File: src/hdl/bp_history_table.sv
`timescale 1ns/1ps

module bp_history_table #(
    parameter int HIST_IDX_W = 8,
    parameter int HIST_W     = 10
) (
    input  logic                  clk_i,

    input  logic [HIST_IDX_W-1:0] lookup_addr_i,
    output logic [HIST_W-1:0]     lookup_data_o,

    input  logic [HIST_IDX_W-1:0] upd_addr_i,
    input  logic                  upd_we_i,
    input  logic [HIST_W-1:0]     upd_wdata_i,
    output logic [HIST_W-1:0]     upd_rdata_o
);

    localparam int DEPTH = 2 ** HIST_IDX_W;

    // One outcome history per branch slot
    logic [HIST_W-1:0] hist_mem [DEPTH];

    // Both ports read asynchronously
    assign lookup_data_o = hist_mem[lookup_addr_i];
    assign upd_rdata_o   = hist_mem[upd_addr_i];

    always_ff @(posedge clk_i) begin
        if (upd_we_i) begin
            hist_mem[upd_addr_i] <= upd_wdata_i;
        end
    end

endmodule

File: config.mk
export PLATFORM = sky130hd
export DESIGN_NAME = bp_history_table
export DESIGN_NICKNAME = d
export VERILOG_FILES = /design/src/hdl/bp_history_table.sv
export SDC_FILE = /design/constraint.sdc
export NUM_CORES = 2
export LEC_CHECK = 0
export ABC_CLOCK_PERIOD_IN_PS = 5990
export BUFFER_PORTS_ARGS = -buffer_cell sky130_fd_sc_hd__buf_2
export CAP_MARGIN = 20
export CELL_PAD_IN_SITES_DETAIL_PLACEMENT = 0
export CELL_PAD_IN_SITES_GLOBAL_PLACEMENT = 1
export CORE_MARGIN = 2
export CORE_UTILIZATION = 55
export DETAILED_ROUTE_END_ITERATION = 6
export PLACE_DENSITY_LB_ADDON = 0.1
export SLEW_MARGIN = 15
export SYNTH_ARGS = -nofsm -noshare
export SYNTH_HDL_FRONTEND = slang
export SYNTH_SLANG_ARGS = --single-unit
File: constraint.sdc
create_clock -name clk_i -period 5.99 [get_ports clk_i]
set_clock_uncertainty 0.1 [all_clocks]
set_input_delay 0 -clock clk_i [delete_from_list [all_inputs] [get_ports clk_i]]
set_output_delay 0 -clock clk_i [all_outputs]
set_load 0.05 [all_outputs]
After elaboration in Yosys (flattened, before gate mapping). Memories as Yosys holds them, arrays and structs flattened. Index checks and enable logic that the tools add are counted.

Bits in registers: 0. Memory bits (writable): 2560. Input port bits: 28. Output and inout bits: 20. Word-level logic and storage cells: 3. Memories kept: 1.

Memories: hist_mem (depth 256, width 10, rd ports 2, clocked after Yosys merged registers in 0, write ports 1, line 21) `logic [HIST_W-1:0] hist_mem [DEPTH];`.

Multiplexer cells: 2.

Operators by type and width (count): $mux 1 (2).

Depth between registers and ports, before layout.
Depth after elaboration: 2. Depth in mapped cells: 12. Mapped depth without buffers: 6.

Least setup slack after synthesis. OpenSTA, ideal clock, no wires.

Path kind: input to output. Start: in lookup_addr_i[0]. End: out lookup_data_o[8]. Arrival time: 3.391 ns. Data required time: 5.890 ns. Setup slack: 2.499 ns. Stages on the path: 12. Path buffers: 6. Cells stage by stage: buf_2 -> buf_2 -> buf_4 -> buf_4 -> buf_2 -> buf_2 -> mux2i_1 -> o221ai_1 -> o22ai_1 -> o31ai_1 -> nor4_1 -> nor4_1.

Cells in the longest elaborated chain, start to end: 1.

Ends and longest elaborated chain: start, declared (line 9) `input logic [HIST_IDX_W-1:0] lookup_addr_i,`; $mem_v2 256x10; end, declared (line 10) `output logic [HIST_W-1:0] lookup_data_o,`.

Every way passes these cells.

Final worst setup path.
Start: in upd_addr_i[4]. End: out upd_rdata_o[5].

Cells in the longest elaborated chain, start to end: 1.

Ends and longest elaborated chain: start, declared (line 12) `input logic [HIST_IDX_W-1:0] upd_addr_i,`; $mem_v2 256x10; end, declared (line 15) `output logic [HIST_W-1:0] upd_rdata_o`.

Every way passes these cells.

==> flow_metrics.tcl <==
set metrics [dict create \
    status "completed" \
    slew-limit-headroom_pct 15.5 \
    rsz0062_at_grt "false" \
    cp_max_fo 23 \
    antenna_found_initial 26 \
    cts_tree "built" \
    ys_ff_latch 2560 \
    hold_viol_final 0 \
    internal_power_uw 31000 \
    clockBufferDepth 4 \
    highest_layer "met5" \
    top_register "hist_mem" \
    synth_ff_type "edfxtp_1" \
    vias_per_cell 7.47 \
    synth.distinct_cells 52 \
    ioPinCount 48 \
    overflow 0 \
    switchingPower_uw 9330 \
    swShare_pct 23.2 \
    fin_crit_sh_pct 90.5 \
    fillers 14800 \
    cts_made_buffers 289 \
    largest_register_ffs 2560 \
    cp.required_ns 5.89 \
    fmax_mhz 185 \
    synth-seq-area-share_pct 64.7 \
    antenna_left 0 \
    tightest_slew_ns 1.26 \
    dieArea_um2 220000 \
    hp-class "input pin to flip-flop" \
    mostFrequentLayoutCells "edfxtp_1 (2560), mux4_2 (1387), buf_4 (344), clkbuf_16 (297), mux2i_1 (295)" \
    met2_length_um 182000 \
    wirelength_met1_um 140000 \
    end_kind "output port" \
    synth_nets 5730 \
    place.port_buffers 47 \
    grt_max_degree 162 \
    avgSynthCellArea_um2 20.9 \
    core_um2 215000 \
    clock-sinks 2560 \
    register_area_um2 76900 \
    cts.clk_slew.worst_paths_ns 0.06 \
    cts_setup_buffers 0 \
    reg.largest.list "hist_mem x2560" \
    multi_input_area_um2 40100 \
    drive_above_1_share_pct 37.4 \
    p_leak_uw 0.0420 \
    gp_congestion 0.945 \
    post_drt_wl_per_cell_um 43.3 \
    slew_violations 0 \
    area_growth_pct 12.4 \
    period_minus_slack_ns 5.42 \
    h-tree-depth 5 \
    final_common_cell "edfxtp_1" \
    dr.pass1.iters 7 \
    grt_util_all_layers_pct 36.1 \
    finish.utilization_pct 62.2 \
    grt_pass1_vias 66600 \
    dp_hpwl_um 257000 \
    dr.first_iter.drc_count 10700 \
    wl_met3_um 45000 \
    powerDensity_nw_per_um2 301 \
    holdWs_ns 0.152 \
    nets 6031 \
    initial_core_util_pct 55.3 \
    drc_errors 0 \
    setup_viol 0 \
    ctsResizeCount 0 \
    p_comb_share_pct 8.7 \
    std_cell_rows 170 \
    yosysWarnings 0 \
    synth_cells 5702 \
    num_vias 67600 \
    crit_arrival_ns 5.32 \
    synth_edf_count 2560 \
    fin_tns_setup_ns 0 \
    synth_area_um2 119000 \
    wirelength_um 391000 \
    clkPwrFrac_pct 42.2 \
    fp.dieW_um 469 \
    cts-root-buf "clkbuf_16" \
    p_seq_share_pct 49.1 \
    crit_path_start_kind "input pin" \
    drv_cap 0 \
    dieHeight_um 469 \
    cts_hold_buf 13 \
    criticalPathCategory "input pin to output port" \
    grt_pass1_wl_um 541000 \
    synth_async_sr_flop_share_pct 0 \
    ir_drop_uv 323 \
]
## logic make-up after synthesis
kind of cell | share of synthesized area [%]
AOI/OAI and AO/OA | 2.34
buffers and inverters | 1.88
DFF | 64.7
muxes | 28.9
and+or+nand+nor | 2.26
## routing by layer
| layer | vias up | GRT usage (%) |
|---|---|---|
| met3 | 870 | 9.16 |
| met1 | 36400 | 49.3 |
| li1 | 25800 | - |
| met4 | 24 | 18.6 |
| met5 | - | 0 |
| met2 | 4502 | 54.4 |
## cell type report
class	instances	area share (%)
sequential	2560	57.5
multi-input combinational	2674	30.0
inverter	8	0.0328
tap	2838	2.66
timing repair buffer	470	3.19
clock inverter	142	0.901
clock buffer	349	5.71
antenna	7	0.0131
## per-stage QoR
step | worst slack, ns | total power (µW) | instance area [µm²] | cells
final | 0.570 | 40300 | 134000 | 9048
after global routing | 0.649 | 41100 | 134000 | 9043
after CTS | 0.740 | 40400 | 133000 | 9023
after detailed placement | 0.763 | 23600 | 124000 | 8519
after global placement | 0.849 | 23600 | 124000 | 8484
after floorplan | 2.50 | 22100 | 119000 | 5702
## critical path: stages
cell	delay (ns)
buf_2	0.78
clkinv_1	0.93
nor2_2	0.93
nand2_1	0.77
o21ai_0	1.13
a31oi_1	0.08
nand4_1	0.30
buf_2	0.32
## power groups by stage
stage | combinational, µW | clock [µW] | sequential (µW)
after floorplan | 1930 | 0 | 20100
after global routing | 3570 | 17800 | 19800
after global placement | 3410 | 0 | 20100
after detailed placement | 3440 | 0 | 20100
after CTS | 3450 | 17100 | 19800
final | 3500 | 17000 | 19800
## worst paths after layout
check | start | end | slack [ns] | cells past startpoint
setup / recovery | upd_addr_i[4] | upd_rdata_o[5] | 0.57 | 8
hold / removal | upd_addr_i[3] | hist_mem[152][6] | 0.15 | 5
## cell usage after synthesis, drive strengths merged (2+ instances only)
master	instances	area, µm²
and2	7	43.8
mux2	11	124
a21oi	66	330
a211oi	23	173
or3b	3	26.3
nor3b	2	15.0
nor2	274	1030
nand4	8	50.1
o221ai	102	893
a22oi	23	173
nor3	45	225
a22o	4	35.0
nand3	66	330
a2111oi	5	50.0
o31ai	20	150
buf	264	1480
nand2	101	379
o22ai	95	594
or4	6	45.0
o32ai	4	35.0
nor2b	17	106
a311o	3	30.0
a32oi	3	26.3
or3	3	18.8
a32o	2	20.0
nor4	31	194
mux4	1387	31200
mux2i	295	2950
clkbuf	196	736
nand2b	19	119
o311ai	9	78.8
and3	7	43.8
or2	3	18.8
a31oi	3	18.8
nand3b	3	22.5
a211o	10	87.6
edfxtp	2560	76900
o211ai	2	15.0
o41ai	2	17.5
o21ai	5	25.0
inv	7	26.3
(Power assumes the default switching activity.)
