**src/hdl/bp_pkg.sv**
```systemverilog
package bp_pkg;

    // Byte address width of the fetch side
    localparam int PC_W = 32;

    typedef logic [PC_W-1:0] pc_t;

    // 2-bit saturating counter, upper bit gives the prediction
    typedef enum logic [1:0] {
        BP_STRONG_NOT_TAKEN = 2'b00,
        BP_WEAK_NOT_TAKEN   = 2'b01,
        BP_WEAK_TAKEN       = 2'b10,
        BP_STRONG_TAKEN     = 2'b11
    } bp_counter_e;

    // Answer to a fetch lookup
    typedef struct packed {
        logic taken;
        pc_t  next_pc;
    } bp_predict_t;

    // Branch outcome reported by execute
    typedef struct packed {
        logic valid;
        pc_t  pc;
        logic taken;
        pc_t  target; // computed target, also for not-taken branches
    } bp_resolve_t;

endpackage
```
**src/hdl/bp_fetch_predict.sv**
```systemverilog
`timescale 1ns/1ps

module bp_fetch_predict #(
    parameter int HIST_IDX_W = 8,
    parameter int HIST_W     = 10,
    parameter int BTB_IDX_W  = 7
) (
    input  bp_pkg::pc_t                fetch_pc_i,

    output logic [HIST_IDX_W-1:0]      hist_raddr_o,
    input  logic [HIST_W-1:0]          hist_rdata_i,
    output logic [HIST_W-1:0]          ctr_raddr_o,

    output logic [BTB_IDX_W-1:0]       btb_raddr_o,
    input  logic [bp_pkg::PC_W-1:2]    btb_tag_i,
    input  logic [bp_pkg::PC_W-1:1]    btb_target_i,
    input  logic                       btb_valid_i,

    input  bp_pkg::bp_counter_e        counter_i,
    output bp_pkg::bp_predict_t        predict_o
);

    import bp_pkg::*;

    logic tag_hit;

    assign hist_raddr_o = fetch_pc_i[HIST_IDX_W+1:2];
    assign btb_raddr_o  = fetch_pc_i[BTB_IDX_W+1:2];
    assign ctr_raddr_o  = hist_rdata_i; // history selects the counter

    assign tag_hit = btb_tag_i == fetch_pc_i[PC_W-1:2];

    // Taken needs a taken-leaning counter and a live matching entry
    assign predict_o.taken   = counter_i[1] && btb_valid_i && tag_hit;
    assign predict_o.next_pc = predict_o.taken ? {btb_target_i, 1'b0} : fetch_pc_i + 32'd4;

endmodule

```
**config.mk**
```make
export PLATFORM = sky130hd
export DESIGN_NAME = bp_fetch_predict
export DESIGN_NICKNAME = d
export VERILOG_FILES = /design/src/hdl/bp_pkg.sv /design/src/hdl/bp_fetch_predict.sv
export SDC_FILE = /design/constraint.sdc
export NUM_CORES = 1
export LEC_CHECK = 0
export CORE_ASPECT_RATIO = 0.6
export CORE_MARGIN = 3
export CORE_UTILIZATION = 48
export DETAILED_ROUTE_END_ITERATION = 6
export DONT_BUFFER_PORTS = 1
export SLEW_MARGIN = 20
export SYNTH_ARGS = -nofsm -noshare
export SYNTH_HDL_FRONTEND = slang
export SYNTH_SLANG_ARGS = --single-unit
```
**constraint.sdc**
```tcl
create_clock -name vclk -period 2.8
set_clock_uncertainty 0.2 [all_clocks]
set_input_delay 0.56 -clock vclk [all_inputs]
set_output_delay 0.56 -clock vclk [all_outputs]
set_load 0.03 [all_outputs]
```
==> Word-level counts from Yosys, hierarchy flattened <==
Cells that the tools add are included.
{ "classes": {"reduce_logical": 2, "muxes": 1, "n_eq_ne": 1, "add_sub_neg": 1} }
{ "ops": {"columns": ["operator", "n"], "rows": [
  ["32-bit by 3-bit adder with 32-bit output, second input constant", 1],
  ["32-bit 2-to-1 mux", 1],
  ["30-bit == test", 1],
  ["1-bit logical AND", 2]
]} }
{ "totals": {"input_bits": 106, "regBits": 0, "wordCells": 5} }

==> Logic depth before layout (Yosys ltp) <==
Gate-level depths: netlist of run 1.
{ "logic_depth": {"depth_word": 3, "ltp_mapped": 8, "ltp_nobuf": 6} }

==> Worst setup path before layout of run 1 <==
Ideal clock, no wire load.
{ "synth_timing": {"path_type": "input to output", "start": "in fetch_pc_i[17]", "end": "out predict_o[32] in the netlist's numbering", "n_path_buf": 1, "t_arrival_ns": 2.360, "path_slack_ns": -0.320, "path_stages": 5, "required_ns": 2.040, "path_cell_list": "buf_2 > xnor2_1 > nand2_1 > or3b_2 > nor4_1"} }
{ "synth_rtl": {"columns": ["element", "line", "text"], "rows": [
  ["start: declaration", "bp_fetch_predict.sv:8", "input bp_pkg::pc_t fetch_pc_i,"],
  ["end: declaration", "bp_fetch_predict.sv:20", "output bp_pkg::bp_predict_t predict_o"]
]} }

==> results.cfg, run 1 <==
[synthesis]
synthCells = 199
yosys-top-cells-area = mux2_4 25%, xnor2_1 19%, xor2_1 11%
synth_top_area_share_pct = 24.8
yosysUniqueCellTypes = 28
netlist_area_sq_um = 1690
synth_fp_nets = 306
postSynthAreaPerCell_sq_um = 8.51
ys_warn_count = 0
ys_seq_area_share_pct = 0
synth_common_cells = 36 x xnor2_1, 28 x mux2_4, 25 x buf_4
yosysMostFrequentCell = xnor2_1
yosys.area.top_type = mux2_4

[place]
portBuffers = 0
place.gp.congestion = 1.00
place_ws_ns = -0.181
hpwl_microns = 4010
place_area_sq_um = 1620

[floorplan]
die_area_sq_um = 4300
die_x_microns = 82.7
ioPinCount = 164
start_util_pct = 51.0
core-area_sq_um = 3320
chipHeight_microns = 52.0
num_rows = 16

[sta]
max_freq_mhz = 350
period_needed_ns = 2.86
worstMarginPinSlew_ns = 0.594
maxSlewHeadroom_pct = 60.3
rsz0062_at_grt = yes
holdWs_ns = 0.920
setup_violations = 31
slew_viol_final = 0
worst_slack_ns = -0.0597
finalHoldViolCount = 0
period_share_pct = 102

[critical_path]
endpoint_kind = primary output
path_max_fanout = 9
cp-start-kind = primary input
cp_data_required_time_ns = 2.04
worstSetupPathType = primary input to primary output
setup.worst_path.end = predict_o[14]
startpoint = btb_tag_i[11]
arrival_ns = 2.10

[detailed_routing]
drt-initial-drc-count = 61
ant_nets = 0
dr.pass1.iters = 4
wl_per_cell_microns = 20.5
routed_via_density = 6.02
vias = 1367
drc_errors = 0
wl_microns = 4640

[cells_and_area]
nFillCells = 319
antenna_cells = 0
nets = 291
clkbuf_count = 0
area_growth_pct = 4.73
final-seq-area_sq_um = 0
fin_area_sq_um = 1770
seq_cell_count = 0
drive_above_1_share_pct = 35.7

[pwr]
power_switching_w = 0.000120
vdd_ir_drop_max_mv = 0.0545
p_comb_share_pct = 100.0
p_per_area_nw_per_um2 = 127
internal_power_w = 0.000105
power_frac_clock_pct = 0
seq_power_share_pct = 0
switching_share_pct = 53.4
leakage_nw = 0.637
total_power_w = 0.000225

[run]
max_cap_viol_count = 0

[global_routing]
overflow = 0
track_usage_pct = 18.4
antenna_found_initial = 0
grt_pass1_wl_microns = 6150
grt_pass1_vias = 1287
grt_max_degree = 11

[outcome]
status = complete, but fails checks
violations = negative setup slack

[min_path]
hold_class = primary input to primary output
[critical path, cell delays in order]
cell and delay (ns):
xor2_4 0.16, nor4_1 0.24, nor4bb_2 0.26, and4_4 0.36
buf_12 0.16, mux2_4 0.36
[worst min path at each step]
stage | cells after the start | from | slack, ns | end
2_1_floorplan | 1 | fetch_pc_i[2] | 1.0 | predict_o[2]
3_3_place_gp | 0 | fetch_pc_i[9] | 0.92 | hist_raddr_o[7]
3_5_place_dp | 0 | fetch_pc_i[9] | 0.92 | hist_raddr_o[7]
4_1_cts | 0 | fetch_pc_i[9] | 0.92 | hist_raddr_o[7]
5_1_grt | 0 | hist_rdata_i[0] | 0.92 | ctr_raddr_o[0]
6_report | 0 | hist_rdata_i[6] | 0.92 | ctr_raddr_o[6]
[power by group through the flow]
stage	sequential (W)	combinational (W)	clock, W
6_report	0	0.000225	0
4_1_cts	0	0.000220	0
3_5_place_dp	0	0.000211	0
2_1_floorplan	0	0.000250	0
5_1_grt	0	0.000237	0
3_3_place_gp	0	0.000209	0
[per-layer routing]
layer  up-vias  routed length (microns)  global-route usage, %
met5         -                        0                      0
met4         0                       62                   2.72
met3        12                      399                   3.11
met2        79                     2290                   31.5
met1       625                     1890                   24.5
li1        651                        -                      -
[per-stage QoR]
stage | utilization (%) | setup TNS, ns | instances
final | 53.4 | -1.57 | 227
after global routing | 53.4 | -3.00 | 227
after CTS | 51.6 | -1.39 | 227
after detailed placement | 48.9 | -4.81 | 227
after global placement | 48.9 | -3.58 | 227
after floorplan | - | -0.0147 | 199
[final cells by class]
| class | count | area (sq um) | share of cell area (%) |
|---|---|---|---|
| multi-input cells | 164 | 1540 | 86.8 |
| repair buffers | 16 | 170 | 9.59 |
| inverters | 2 | 7.51 | 0.423 |
| well taps | 45 | 56.3 | 3.17 |
[cells by family after synthesis]
| logic type | count (synthesis) | synth area share [%] |
|---|---|---|
| AND/OR/NAND/NOR | 74 | 25.6 |
| XOR/XNOR | 58 | 30.0 |
| buffers and inverters | 35 | 16.9 |
| multiplexers | 31 | 26.7 |
| adder cells (fa/ha/maj) | 1 | 0.738 |
[repair_timing]
item / 4_1_cts / 5_1_grt
pin swaps: 0 / 0
hold buffers: 0 / 0
setup buffers: 0 / 0
setup endpoints to repair: 31 / 31
hold endpoints to repair: 0 / 0
resized for setup: 17 / 9
[cell usage in the layout, fill, tap and decap left out, types with 2 or more instances in the layout]
| cell type | netlist | layout |
|---|---|---|
| mux2_4 | 28 | 30 |
| xnor2_1 | 36 | 28 |
| xor2_1 | 22 | 20 |
| nand4_1 | 18 | 18 |
| nand3_1 | 13 | 13 |
| buf_4 | 25 | 12 |
| nand2_1 | 11 | 11 |
| xnor2_2 | 0 | 8 |
| nor2_1 | 8 | 8 |
| nor4_1 | 9 | 7 |
| buf_12 | 3 | 4 |
| nor4b_1 | 2 | 2 |
| nor4_2 | 0 | 2 |
| nor3_1 | 2 | 2 |
| and4_1 | 3 | 2 |
| inv_1 | 2 | 2 |
Note: power is estimated with default switching activity, not from simulation.
==> run 2: changes to the inputs <==
--- a/config.mk
+++ b/config.mk
@@ -5,11 +5,12 @@
 export SDC_FILE = /design/constraint.sdc
 export NUM_CORES = 1
 export LEC_CHECK = 0
-export CORE_ASPECT_RATIO = 0.6
 export CORE_MARGIN = 3
 export CORE_UTILIZATION = 48
 export DETAILED_ROUTE_END_ITERATION = 6
 export DONT_BUFFER_PORTS = 1
+export PLACE_DENSITY = 0.62
+export SETUP_SLACK_MARGIN = 0.5
 export SLEW_MARGIN = 20
 export SYNTH_ARGS = -nofsm -noshare
 export SYNTH_HDL_FRONTEND = slang
==> run 2 against run 1 <==
The flow still finishes with violations (negative setup slack). Hold slack hardly changed. Largest cell class unchanged. Clock-buffer cell count stayed put. Via count is 0.22% lower. Utilization is 2.8 points higher. Critical endpoint is now predict_o[12]. First-iteration DRC count is 33% lower. Flip-flop and latch count stayed put. Setup slack worse by 0.024 ns. Combinational power hardly changed. Cell area is 1.5% higher. Non-clock buffer count is 1 lower.
==> results.cfg, run 2 (synthesis results as in run 1) <==
[critical_path]
slowest_stage = and4_4
worstSetupPathType = primary input to primary output
worstPathCellList = xor2_4, nor4_1, nor4bb_2, and4_4, buf_12, mux2_4
critical_path.max_stage_delay_ns = 0.36
path_max_fanout = 10
cp_data_required_time_ns = 2.04
cp-start-kind = primary input
arrival_ns = 2.12
endpoint_kind = primary output

[floorplan]
num_rows = 20
chipHeight_microns = 65.4
core-area_sq_um = 3200
die_x_microns = 65.4
die_area_sq_um = 4280
start_util_pct = 52.9
ioPinCount = 164

[place]
portBuffers = 0
hpwl_microns = 3930
place.gp.congestion = 0.948
place_area_sq_um = 1630

[cells_and_area]
nFillCells = 304
final_cell_mix = 30 x mux2_4, 26 x xnor2_1, 20 x xor2_1
final-seq-area_sq_um = 0
drive_above_1_share_pct = 37.0
fin_area_sq_um = 1800
antenna_cells = 0
final_common_cell = mux2_4
fin_util_pct = 56.2
seq_cell_count = 0
area_growth_pct = 6.28
clkbuf_count = 0
nets = 290

[outcome]
violations = negative setup slack
status = complete, but fails checks

[detailed_routing]
wl_microns = 4530
routed_via_density = 6.06
drc_errors = 0
top_layer_used = met4
met3WireLength_microns = 408
drt-initial-drc-count = 41
vias = 1364
wl_per_cell_microns = 20.1
dr.pass1.iters = 6
ant_nets = 0
route.met2.wl_microns = 2310
drt-met1-wl_microns = 1710

[sta]
period_needed_ns = 2.88
finalHoldViolCount = 0
slew_viol_final = 0
worstMarginPinSlew_ns = 0.566
rsz0062_at_grt = yes
setup_violations = 31
worst_slack_ns = -0.0834
max_freq_mhz = 347
maxSlewHeadroom_pct = 62.2
period_share_pct = 103

[global_routing]
grt_pass1_vias = 1393
grt_max_degree = 11
track_usage_pct = 19.5
overflow = 0
antenna_found_initial = 0
grt_pass1_wl_microns = 6640

[pwr]
leakage_nw = 0.660
vdd_ir_drop_max_mv = 0.0586
p_per_area_nw_per_um2 = 125

[run]
max_cap_viol_count = 0

[min_path]
hold_class = primary input to primary output
## run 2: metal layers
| layer | up-vias | GRT usage (%) |
|---|---|---|
| li1 | 648 | - |
| met1 | 612 | 22.9 |
| met2 | 86 | 36.7 |
| met3 | 18 | 3.25 |
| met4 | 0 | 4.15 |
| met5 | - | 0 |
## run 2: layout make-up
cell class                 count  area (sq um)  share of cell area (%)
multi-input combinational    164          1580                    87.8
timing repair buffer          15           156                    8.69
tap                           44          55.1                    3.06
inverter                       2          7.51                   0.417
## run 2: worst paths after layout
| kind | startpoint | end | slack [ns] | cells after the start |
|---|---|---|---|---|
| setup / recovery | btb_tag_i[11] | predict_o[12] | -0.08 | 6 |
| hold / removal | hist_rdata_i[9] | ctr_raddr_o[9] | 0.92 | 0 |
## run 2: worst max-delay path: cells and delay by family
family                 cells  cell delay (ns)
multiplexers               1             0.36
AND/OR/NAND/NOR            3             0.86
XOR/XNOR                   1             0.16
buffers and inverters      1             0.17
## run 2: report_power, final
group	internal, W	switching, W	total [W]
clock	0	0	0
combinational	0.000106	0.000119	0.000225
sequential	0	0	0
total	0.000106	0.000119	0.000225
## run 2: timing repair
| action | 4_1_cts | 5_1_grt |
|---|---|---|
| setup buffers | 0 | 0 |
| resized for setup | 26 | 4 |
| setup endpoints to repair | 33 | 33 |
| hold buffers | 0 | 0 |
| pin swaps | 1 | 2 |
| hold endpoints to repair | 0 | 0 |
## run 2: through the flow
step / hold WS [ns] / setup TNS (ns) / cells / total power, W / setup slack, ns
final: 0.920 / -2.25 / 225 / 0.000225 / -0.0834
after floorplan: 0.999 / 0 / 199 / 0.000256 / 0.0731
after CTS: 0.920 / -1.20 / 225 / 0.000223 / -0.0480
after global routing: 0.920 / -4.98 / 225 / 0.000238 / -0.173
after detailed placement: 0.920 / -5.97 / 225 / 0.000209 / -0.218
after global placement: 0.920 / -4.63 / 225 / 0.000208 / -0.174
