<file path="config.mk">
export PLATFORM = sky130hd
export DESIGN_NAME = bp_update_stage
export DESIGN_NICKNAME = d
export VERILOG_FILES = /design/src/hdl/bp_pkg.sv /design/src/hdl/bp_update_stage.sv
export SDC_FILE = /design/constraint.sdc
export NUM_CORES = 1
export LEC_CHECK = 0
export BUFFER_PORTS_ARGS = -buffer_cell sky130_fd_sc_hd__buf_2
export CORE_MARGIN = 2
export CORE_UTILIZATION = 32
export DETAILED_ROUTE_END_ITERATION = 8
export PLACE_DENSITY_LB_ADDON = 0.12
export SYNTH_ARGS = -nofsm -noshare
export SYNTH_HDL_FRONTEND = slang
export SYNTH_SLANG_ARGS = --single-unit
</file>
<file path="constraint.sdc">
create_clock -name clk_i -period 0.8 [get_ports clk_i]
set_input_delay 0.04 -clock clk_i [delete_from_list [all_inputs] [get_ports clk_i]]
set_output_delay 0.04 -clock clk_i [all_outputs]
set_load 0.05 [all_outputs]
</file>
<file path="src/hdl/bp_pkg.sv">
package bp_pkg;

    // Byte address width of the fetch side
    localparam int PC_W = 32;

    typedef logic [PC_W-1:0] pc_t;

    // 2-bit saturating counter, upper bit gives the prediction
    typedef enum logic [1:0] {
        BP_STRONG_NOT_TAKEN = 2'b00,
        BP_WEAK_NOT_TAKEN   = 2'b01,
        BP_WEAK_TAKEN       = 2'b10,
        BP_STRONG_TAKEN     = 2'b11
    } bp_counter_e;

    // Answer to a fetch lookup
    typedef struct packed {
        logic taken;
        pc_t  next_pc;
    } bp_predict_t;

    // Branch outcome reported by execute
    typedef struct packed {
        logic valid;
        pc_t  pc;
        logic taken;
        pc_t  target; // computed target, also for not-taken branches
    } bp_resolve_t;

endpackage
</file>
<file path="src/hdl/bp_update_stage.sv">
`timescale 1ns/1ps

module bp_update_stage #(
    parameter int HIST_IDX_W = 8,
    parameter int HIST_W     = 10,
    parameter int BTB_IDX_W  = 7
) (
    input  logic                       clk_i,
    input  logic                       rst_i,

    input  bp_pkg::bp_resolve_t        resolve_i,

    output logic [HIST_IDX_W-1:0]      hist_addr_o,
    input  logic [HIST_W-1:0]          hist_rdata_i,
    output logic                       hist_we_o,
    output logic [HIST_W-1:0]          hist_wdata_o,

    output logic [HIST_W-1:0]          ctr_addr_o,
    output logic                       ctr_we_o,
    output logic                       ctr_taken_o,

    output logic [BTB_IDX_W-1:0]       btb_addr_o,
    output logic                       btb_we_o,
    output logic [bp_pkg::PC_W-1:2]    btb_tag_o,
    output logic [bp_pkg::PC_W-1:1]    btb_target_o
);

    import bp_pkg::*;

    logic valid_q;
    pc_t  pc_q;
    logic taken_q;
    pc_t  target_q;

    always_ff @(posedge clk_i) begin
        if (rst_i) begin
            valid_q <= 1'b0;
        end else begin
            valid_q <= resolve_i.valid;
        end
    end

    always_ff @(posedge clk_i) begin
        pc_q     <= resolve_i.pc;
        taken_q  <= resolve_i.taken;
        target_q <= resolve_i.target;
    end

    // Same enable for all three tables
    assign hist_we_o = valid_q;
    assign ctr_we_o  = valid_q;
    assign btb_we_o  = valid_q;

    assign hist_addr_o  = pc_q[HIST_IDX_W+1:2];
    assign hist_wdata_o = {hist_rdata_i[HIST_W-2:0], taken_q}; // newest outcome in bit 0

    // Counter trained at the pre-update history
    assign ctr_addr_o  = hist_rdata_i;
    assign ctr_taken_o = taken_q;

    assign btb_addr_o   = pc_q[BTB_IDX_W+1:2];
    assign btb_tag_o    = pc_q[PC_W-1:2];
    assign btb_target_o = target_q[PC_W-1:1];

endmodule

</file>
* Word-level counts from Yosys, hierarchy flattened *
Index checks and enable logic that the tools add are counted.

storage, ports and cells
  bits in registers = 66
  bits of input ports = 78

* Longest topological paths before layout *
Gate-level depths: netlist (run 1).

  word-level depth = 0
  depth in mapped cells = 1
  depth with buffers taken out = 1

* Least setup slack after synthesis (run 1) *
OpenSTA, ideal clock, no wires.

  kind = reg2out
  start point = register pc_q[2]
  end point = output port btb_tag_o[2] (netlist name)
  arrival = 0.914 ns
  data required time = 0.760 ns
  slack = -0.154 ns
  cell stages (with the launch flop) = 2
  buffers on the path = 1
  path through = dfxtp_1 -> buf_4

RTL lines
  element                   RTL line               text
  start: declaration        bp_update_stage.sv:31  pc_t pc_q;
  start signal: assignment  bp_update_stage.sv:44  pc_q <= resolve_i.pc;
  end: declaration          bp_update_stage.sv:24  output logic [bp_pkg::PC_W-1:2] btb_tag_o,

No word-level cell between the ends.

* Worst setup path after layout (run 1) *
  start point = register pc_q[3]
  end point = output port btb_tag_o[3] (netlist name)

No word-level cell between the ends.

==> impl_metrics.toml, run 1 <==
[status]
status = "complete, but fails checks"
failed_checks = "negative setup slack"

[synthesis]
netlist.top_cell.by_area = "dfxtp_1"
mappedNetlistNets = 179
ys.warnings.count = 0
yosysUniqueCellTypes = 3
cell_with_the_most_instances_after_synthesis = "dfxtp_1"
synthArstFlopShare_pct = 0
ys_top_cells_by_count = "63 x dfxtp_1, 37 x buf_4, 1 x nor2b_4"
yosys_register_bits = 63
netlist_instances = 101
synth_enable_flop_cells = 0
yosysTopAreaCellShare_pct = 81.2
most_common_flop_cell_mapped_by_yosys = "dfxtp_1"
yosys-top-cells-area = "dfxtp_1 81%, buf_4 18%, nor2b_4 0.89%"
avgSynthCellArea_um2 = 15.4
netlist_area_pre_place_um2 = 1550
synth-seq-area-share_pct = 81.2

[timing]
final_hold_viol_count = 0
clock.fmax_ghz = 1.09
maxSlewHeadroom_pct = 89.8
report.final.slew_viol_count = 0
worst_pin_slew_ps = 154
grt_setup_unrepaired = "true"
layout_setup_ws_ps = -121
finalCritPeriodShare_pct = 115
total_setup_violations_reported_at_the_end_of_the_flow = 81
period_needed_ps = 921

[pwr]
pwr_density_cell_nw_per_um2 = 2230
vdd.ir_drop.worst_mv = 1.64
switching_share_pct = 27.3
netSwitchingPower_uw = 2290
totalPowerFinal_uw = 8380
power.static_leakage_uw = 0.00175
power.internal_uw = 6090
power.share.combinational_pct = 21.3
clock_power_share_pct = 37.3
power.share.sequential_pct = 41.4

[cells_and_area]
fillcell_total = 244
finish.instance_area_um2 = 3760
antenna_cells_inserted = 0
layout-area-overhead-vs-synth_pct = 142
final_net_count = 362
layout_cell_share_with_drive_strength_beyond_1_pct = 77.2
post-route-util_pct = 80.2
layout.cells.non_filler = 343

[routing]
dr.pass1.iters = 4
detailroute.via_count = 1367
dr.first_iter.drc_count = 39
drc = 0
avgRoutedWirePerCell_um = 15.9
post_drt_via_cell_ratio = 3.99
drt_wl_total_um = 5440
final_antenna_net_count = 0

[worst_setup_path]
path_buf_inv = 1
critical_path_required_ps = 760
cp_cell_sequence = "buf_6"
startpoint_type = "register"
critPathArrivalTime_ps = 880
crit_path_end_kind = "output pin"
path_depth = 1
critical_path.max_stage_delay_ps = 380
worst_path_max_delay_cell = "dfxtp_4"
cp_max_fo = 3
path_class = "register to output pin"
critical_path.top_delay_family = "flip-flops"

[clocking]
tritoncts_clock_tree = "yes"
total_setup_buffers_inserted_after_cts = 0
cts.reportedPaths.clkPinSlew_ps = 70
number_of_buffers_inserted_during_clock_tree_synthesis = 9
cts_max_level = 3
cts_num_sinks = 63
cts_max_path_buffers = 2
root_buffer = "clkbuf_8"

[global_routing]
vias_in_the_first_global_route = 1593
number_of_antenna_violations_at_the_first_check_in_global_routing = 0
largest_net_degree_at_the_start_of_global_routing = 11
overflow = 0
grt_first_pass_wirelength_um = 7600
grt_usage_pct = 20.4

[run]
maxCapViolations = 0

[placement]
place.detailed.instances = 263
place_hpwl_um = 2670
gp_routability_congestion = 0.672
buffer_ports.inserted = 145
place_area_um2 = 2080

[floorplanning]
core_area_um2 = 4690
fp-row-count = 25
fp.dieW_um = 73.7
io_pins = 178
die_footprint_um2 = 5430
floorplan.initialDensity_pct = 33.1
dieHeight_um = 73.7

[worst_hold_path]
worst_hold_path.endpoint = "hist_wdata_o[8]"
hold_start = "hist_rdata_i[7]"
holdPathStages = 0
min_path_type = "primary input to output pin"
==> what timing repair did <==
| action | 4_1_cts | 5_1_grt |
|---|---|---|
| hold endpoints to repair | 63 | 0 |
| hold buffers | 64 | 0 |
| endpoints found under the setup margin | 81 | 81 |
| resized for setup | 254 | 28 |
==> per-stage QoR <==
step                      hold WS, ps  setup slack [ps]  TNS (ps)
after floorplan                  67.7              30.5         0
after global placement           80.4               192         0
after detailed placement         80.4               186         0
after CTS                        80.4              -116     -5870
after global routing             80.2              -152     -8150
final                            80.0              -121     -5380
==> routing by layer <==
layer,vias to the layer above,track usage (%),part of all wire [%]
li1,636,-,-
met1,621,16.7,29
met2,89,38.3,58
met3,21,9.33,9.9
met4,0,13.1,2.9
met5,-,0,0
==> layout make-up <==
class	instances	area, um^2	area share [%]
Tap cell	54	67.6	1.80
Multi-Input combinational cell	1	13.8	0.366
Clock buffer	13	159	4.22
Timing Repair Buffer	209	2100	55.8
Sequential cell	63	1360	36.1
Clock inverter	3	65.1	1.73
==> cell families (layout without fill, tap and decap cells) <==
family	count (synthesis)	count (layout)	share of synthesized area [%]
buffers and inverters	37	225	17.9
DFF	63	63	81.2
and+or+nand+nor	1	1	0.886
==> worst max-delay path by stage <==
| stage | from | end | slack [ps] |
|---|---|---|---|
| after floorplan | pc_q[2]$_DFF_P_ | btb_tag_o[2] | 30 |
| after global placement | pc_q[4]$_DFF_P_ | btb_addr_o[2] | 190 |
| after detailed placement | pc_q[4]$_DFF_P_ | btb_tag_o[4] | 190 |
| after CTS | pc_q[4]$_DFF_P_ | btb_addr_o[2] | -120 |
| after global routing | pc_q[3]$_DFF_P_ | btb_tag_o[3] | -150 |
| final | pc_q[3]$_DFF_P_ | btb_tag_o[3] | -120 |
==> cell usage in the layout, fill, tap and decap left out <==
| cell | count |
|---|---|
| dfxtp_4 | 7 |
| dfxtp_2 | 56 |
| clkbuf_8 | 11 |
| clkbuf_1 | 2 |
| nor2b_4 | 1 |
| buf_8 | 64 |
| buf_6 | 13 |
| buf_2 | 64 |
| buf_4 | 4 |
| dlygate4sd3_1 | 64 |
| bufinv_16 | 2 |
| clkinv_2 | 1 |
==> state kept, by name, summed over array words and instances (netlist names) <==
| register | flops |
|---|---|
| btb_we_o | 1 |
| ctr_taken_o | 1 |
| pc_q | 30 |
| target_q | 31 |
==> power by group through the flow <==
stage	clock network (uW)	registers, uW	logic (uW)
2_1_floorplan	0	4040	500
3_3_place_gp	0	3420	1140
3_5_place_dp	0	3430	1140
4_1_cts	3140	3440	1720
5_1_grt	3350	3480	1850
6_report	3120	3470	1790
(Power assumes the default switching activity.)
==> run 2: changes to the inputs <==
CORE_MARGIN = default   (was 2)
TNS_END_PERCENT = 20   (was default)
==> run 2 against run 1 <==
  * The flow still finishes with violations (negative setup slack)
  * First-iteration DRC count shrank 23%
  * Clock-buffer cell count decreased by 3
  * Worst setup slack got worse by 1.1 ps
  * Non-clock buffer count unchanged
  * Cell count shrank 1.2%
  * Power is 6.4% lower
  * Critical path type unchanged
  * Core utilization grew 2.1 points
  * Largest cell class unchanged
==> impl_metrics.toml, run 2 (synthesis gave the netlist of run 1 again) <==
[clocking]
cts.reportedPaths.clkPinSlew_ps = 70
number_of_buffers_inserted_during_clock_tree_synthesis = 9
tritoncts_clock_tree = "yes"
cts_max_level = 3
cts_num_sinks = 63
cts_max_path_buffers = 2
root_buffer = "clkbuf_8"
total_setup_buffers_inserted_after_cts = 0

[pwr]
switching_share_pct = 28.1
power.static_leakage_uw = 0.00172
clock_power_share_pct = 33.1
power.share.sequential_pct = 44.2
netSwitchingPower_uw = 2210
vdd.ir_drop.worst_mv = 1.51
power.internal_uw = 5640
power.share.combinational_pct = 22.8
pwr_density_cell_nw_per_um2 = 2120

[cells_and_area]
final_cell_mix = "64 x dlygate4sd3_1, 64 x buf_2, 60 x buf_8"
reg_top3 = "target_q: 31 flops, pc_q: 30 flops"
layout-area-overhead-vs-synth_pct = 139
max_ffs_per_register = 31
final_net_count = 362
antenna_cells_inserted = 0
multi_input_comb_area_um2 = 13.8
register_name_with_the_most_flops = "target_q"
sequential_area_um2 = 1360
layout_cell_share_with_drive_strength_beyond_1_pct = 77.4
fillcell_total = 232

[timing]
layout_setup_ws_ps = -122
finalCritPeriodShare_pct = 115
report.final.slew_viol_count = 0
period_needed_ps = 922
grt_setup_unrepaired = "true"
worst_pin_slew_ps = 148
maxSlewHeadroom_pct = 90.2
final_hold_viol_count = 0
final.hold.worst_slack_ps = 80.0
total_setup_violations_reported_at_the_end_of_the_flow = 81
clock.fmax_ghz = 1.08
fin_tns_setup_ps = -5010

[floorplanning]
core_area_um2 = 4500
die_footprint_um2 = 5140
fp.dieW_um = 71.7
io_pins = 178
dieHeight_um = 71.7
fp-row-count = 24
floorplan.initialDensity_pct = 34.5

[worst_setup_path]
critical_path.max_stage_delay_ps = 390
path_class = "register to output pin"
cp_cell_sequence = "buf_8"
critical_path_required_ps = 760
crit_path_end_kind = "output pin"
worst_path_max_delay_cell = "dfxtp_4"
cp_max_fo = 3
path_buf_inv = 1
startpoint_type = "register"
critPathArrivalTime_ps = 880
critical_path.top_delay_family = "flip-flops"

[placement]
buffer_ports.inserted = 145
place_hpwl_um = 2580
gp_routability_congestion = 0.669

[routing]
dr.pass1.iters = 4
detailroute.via_count = 1378
post_drt_via_cell_ratio = 4.06
final_antenna_net_count = 0
avgRoutedWirePerCell_um = 15.7
drc = 0
drt_wl_total_um = 5320
dr.first_iter.drc_count = 30

[global_routing]
number_of_antenna_violations_at_the_first_check_in_global_routing = 0
grt_usage_pct = 20.8
overflow = 0
largest_net_degree_at_the_start_of_global_routing = 11
vias_in_the_first_global_route = 1543
grt_first_pass_wirelength_um = 7540

[worst_hold_path]
holdPathStages = 0
hold_start = "hist_rdata_i[9]"
worst_hold_path.endpoint = "ctr_addr_o[9]"
min_path_type = "primary input to output pin"

[status]
status = "complete, but fails checks"
failed_checks = "negative setup slack"

[run]
maxCapViolations = 0
-- run 2: power by group through the flow --
stage / Sequential [uW] / Clock [uW] / Combinational, uW
floorplan: 4030 / 0 / 500
global placement: 3420 / 0 / 1140
detailed placement: 3420 / 0 / 1140
CTS: 3450 / 2650 / 1710
global route: 3480 / 2830 / 1840
finish: 3460 / 2600 / 1780
-- run 2: repair_timing --
action / in CTS / in global routing
gates resized for setup: 262 / 23
pin swaps: 0 / 0
gates cloned: 0 / 0
endpoints found under the setup margin: 81 / 81
endpoints found under the hold margin: 63 / 0
hold buffers: 64 / 0
-- run 2: cell type report --
cell class                      instances  area share (%)
Clock buffer                           10            3.71
Clock inverter                          4            1.28
Multi-Input combinational cell          1           0.371
Sequential cell                        63            36.7
Tap cell                               52            1.76
Timing Repair Buffer                  209            56.2
-- run 2: worst max path at each step --
stage,start,endpoint,slack [ps],cells past startpoint
2_1_floorplan,pc_q[5]$_DFF_P_,btb_tag_o[5],-150,1
3_3_place_gp,pc_q[8]$_DFF_P_,hist_addr_o[6],180,1
3_5_place_dp,pc_q[7]$_DFF_P_,hist_addr_o[5],180,1
4_1_cts,btb_we_o$_SDFF_PP0_,ctr_we_o,-120,1
5_1_grt,pc_q[3]$_DFF_P_,btb_addr_o[1],-160,1
6_report,pc_q[3]$_DFF_P_,btb_addr_o[1],-120,1
-- run 2: metal layers --
metal / global-route usage [%] / vias to the layer above / routed length [um]
li1: - / 635 / -
met1: 16.1 / 626 / 1560
met2: 41.2 / 106 / 3070
met3: 10.8 / 11 / 603
met4: 9.59 / 0 / 85
met5: 0 / - / 0
-- run 2: per-stage QoR --
stage / std cells / instance area (um^2) / power (uW) / setup slack (ps) / utilization (%)
after floorplan: 101 / 1560 / 4530 / -154 / -
after global placement: 261 / 2070 / 4560 / 182 / 45.9
after detailed placement: 261 / 2070 / 4570 / 176 / 45.9
after CTS: 339 / 3620 / 7810 / -117 / 80.4
after global routing: 339 / 3710 / 8150 / -158 / 82.3
final: 339 / 3710 / 7840 / -122 / 82.3
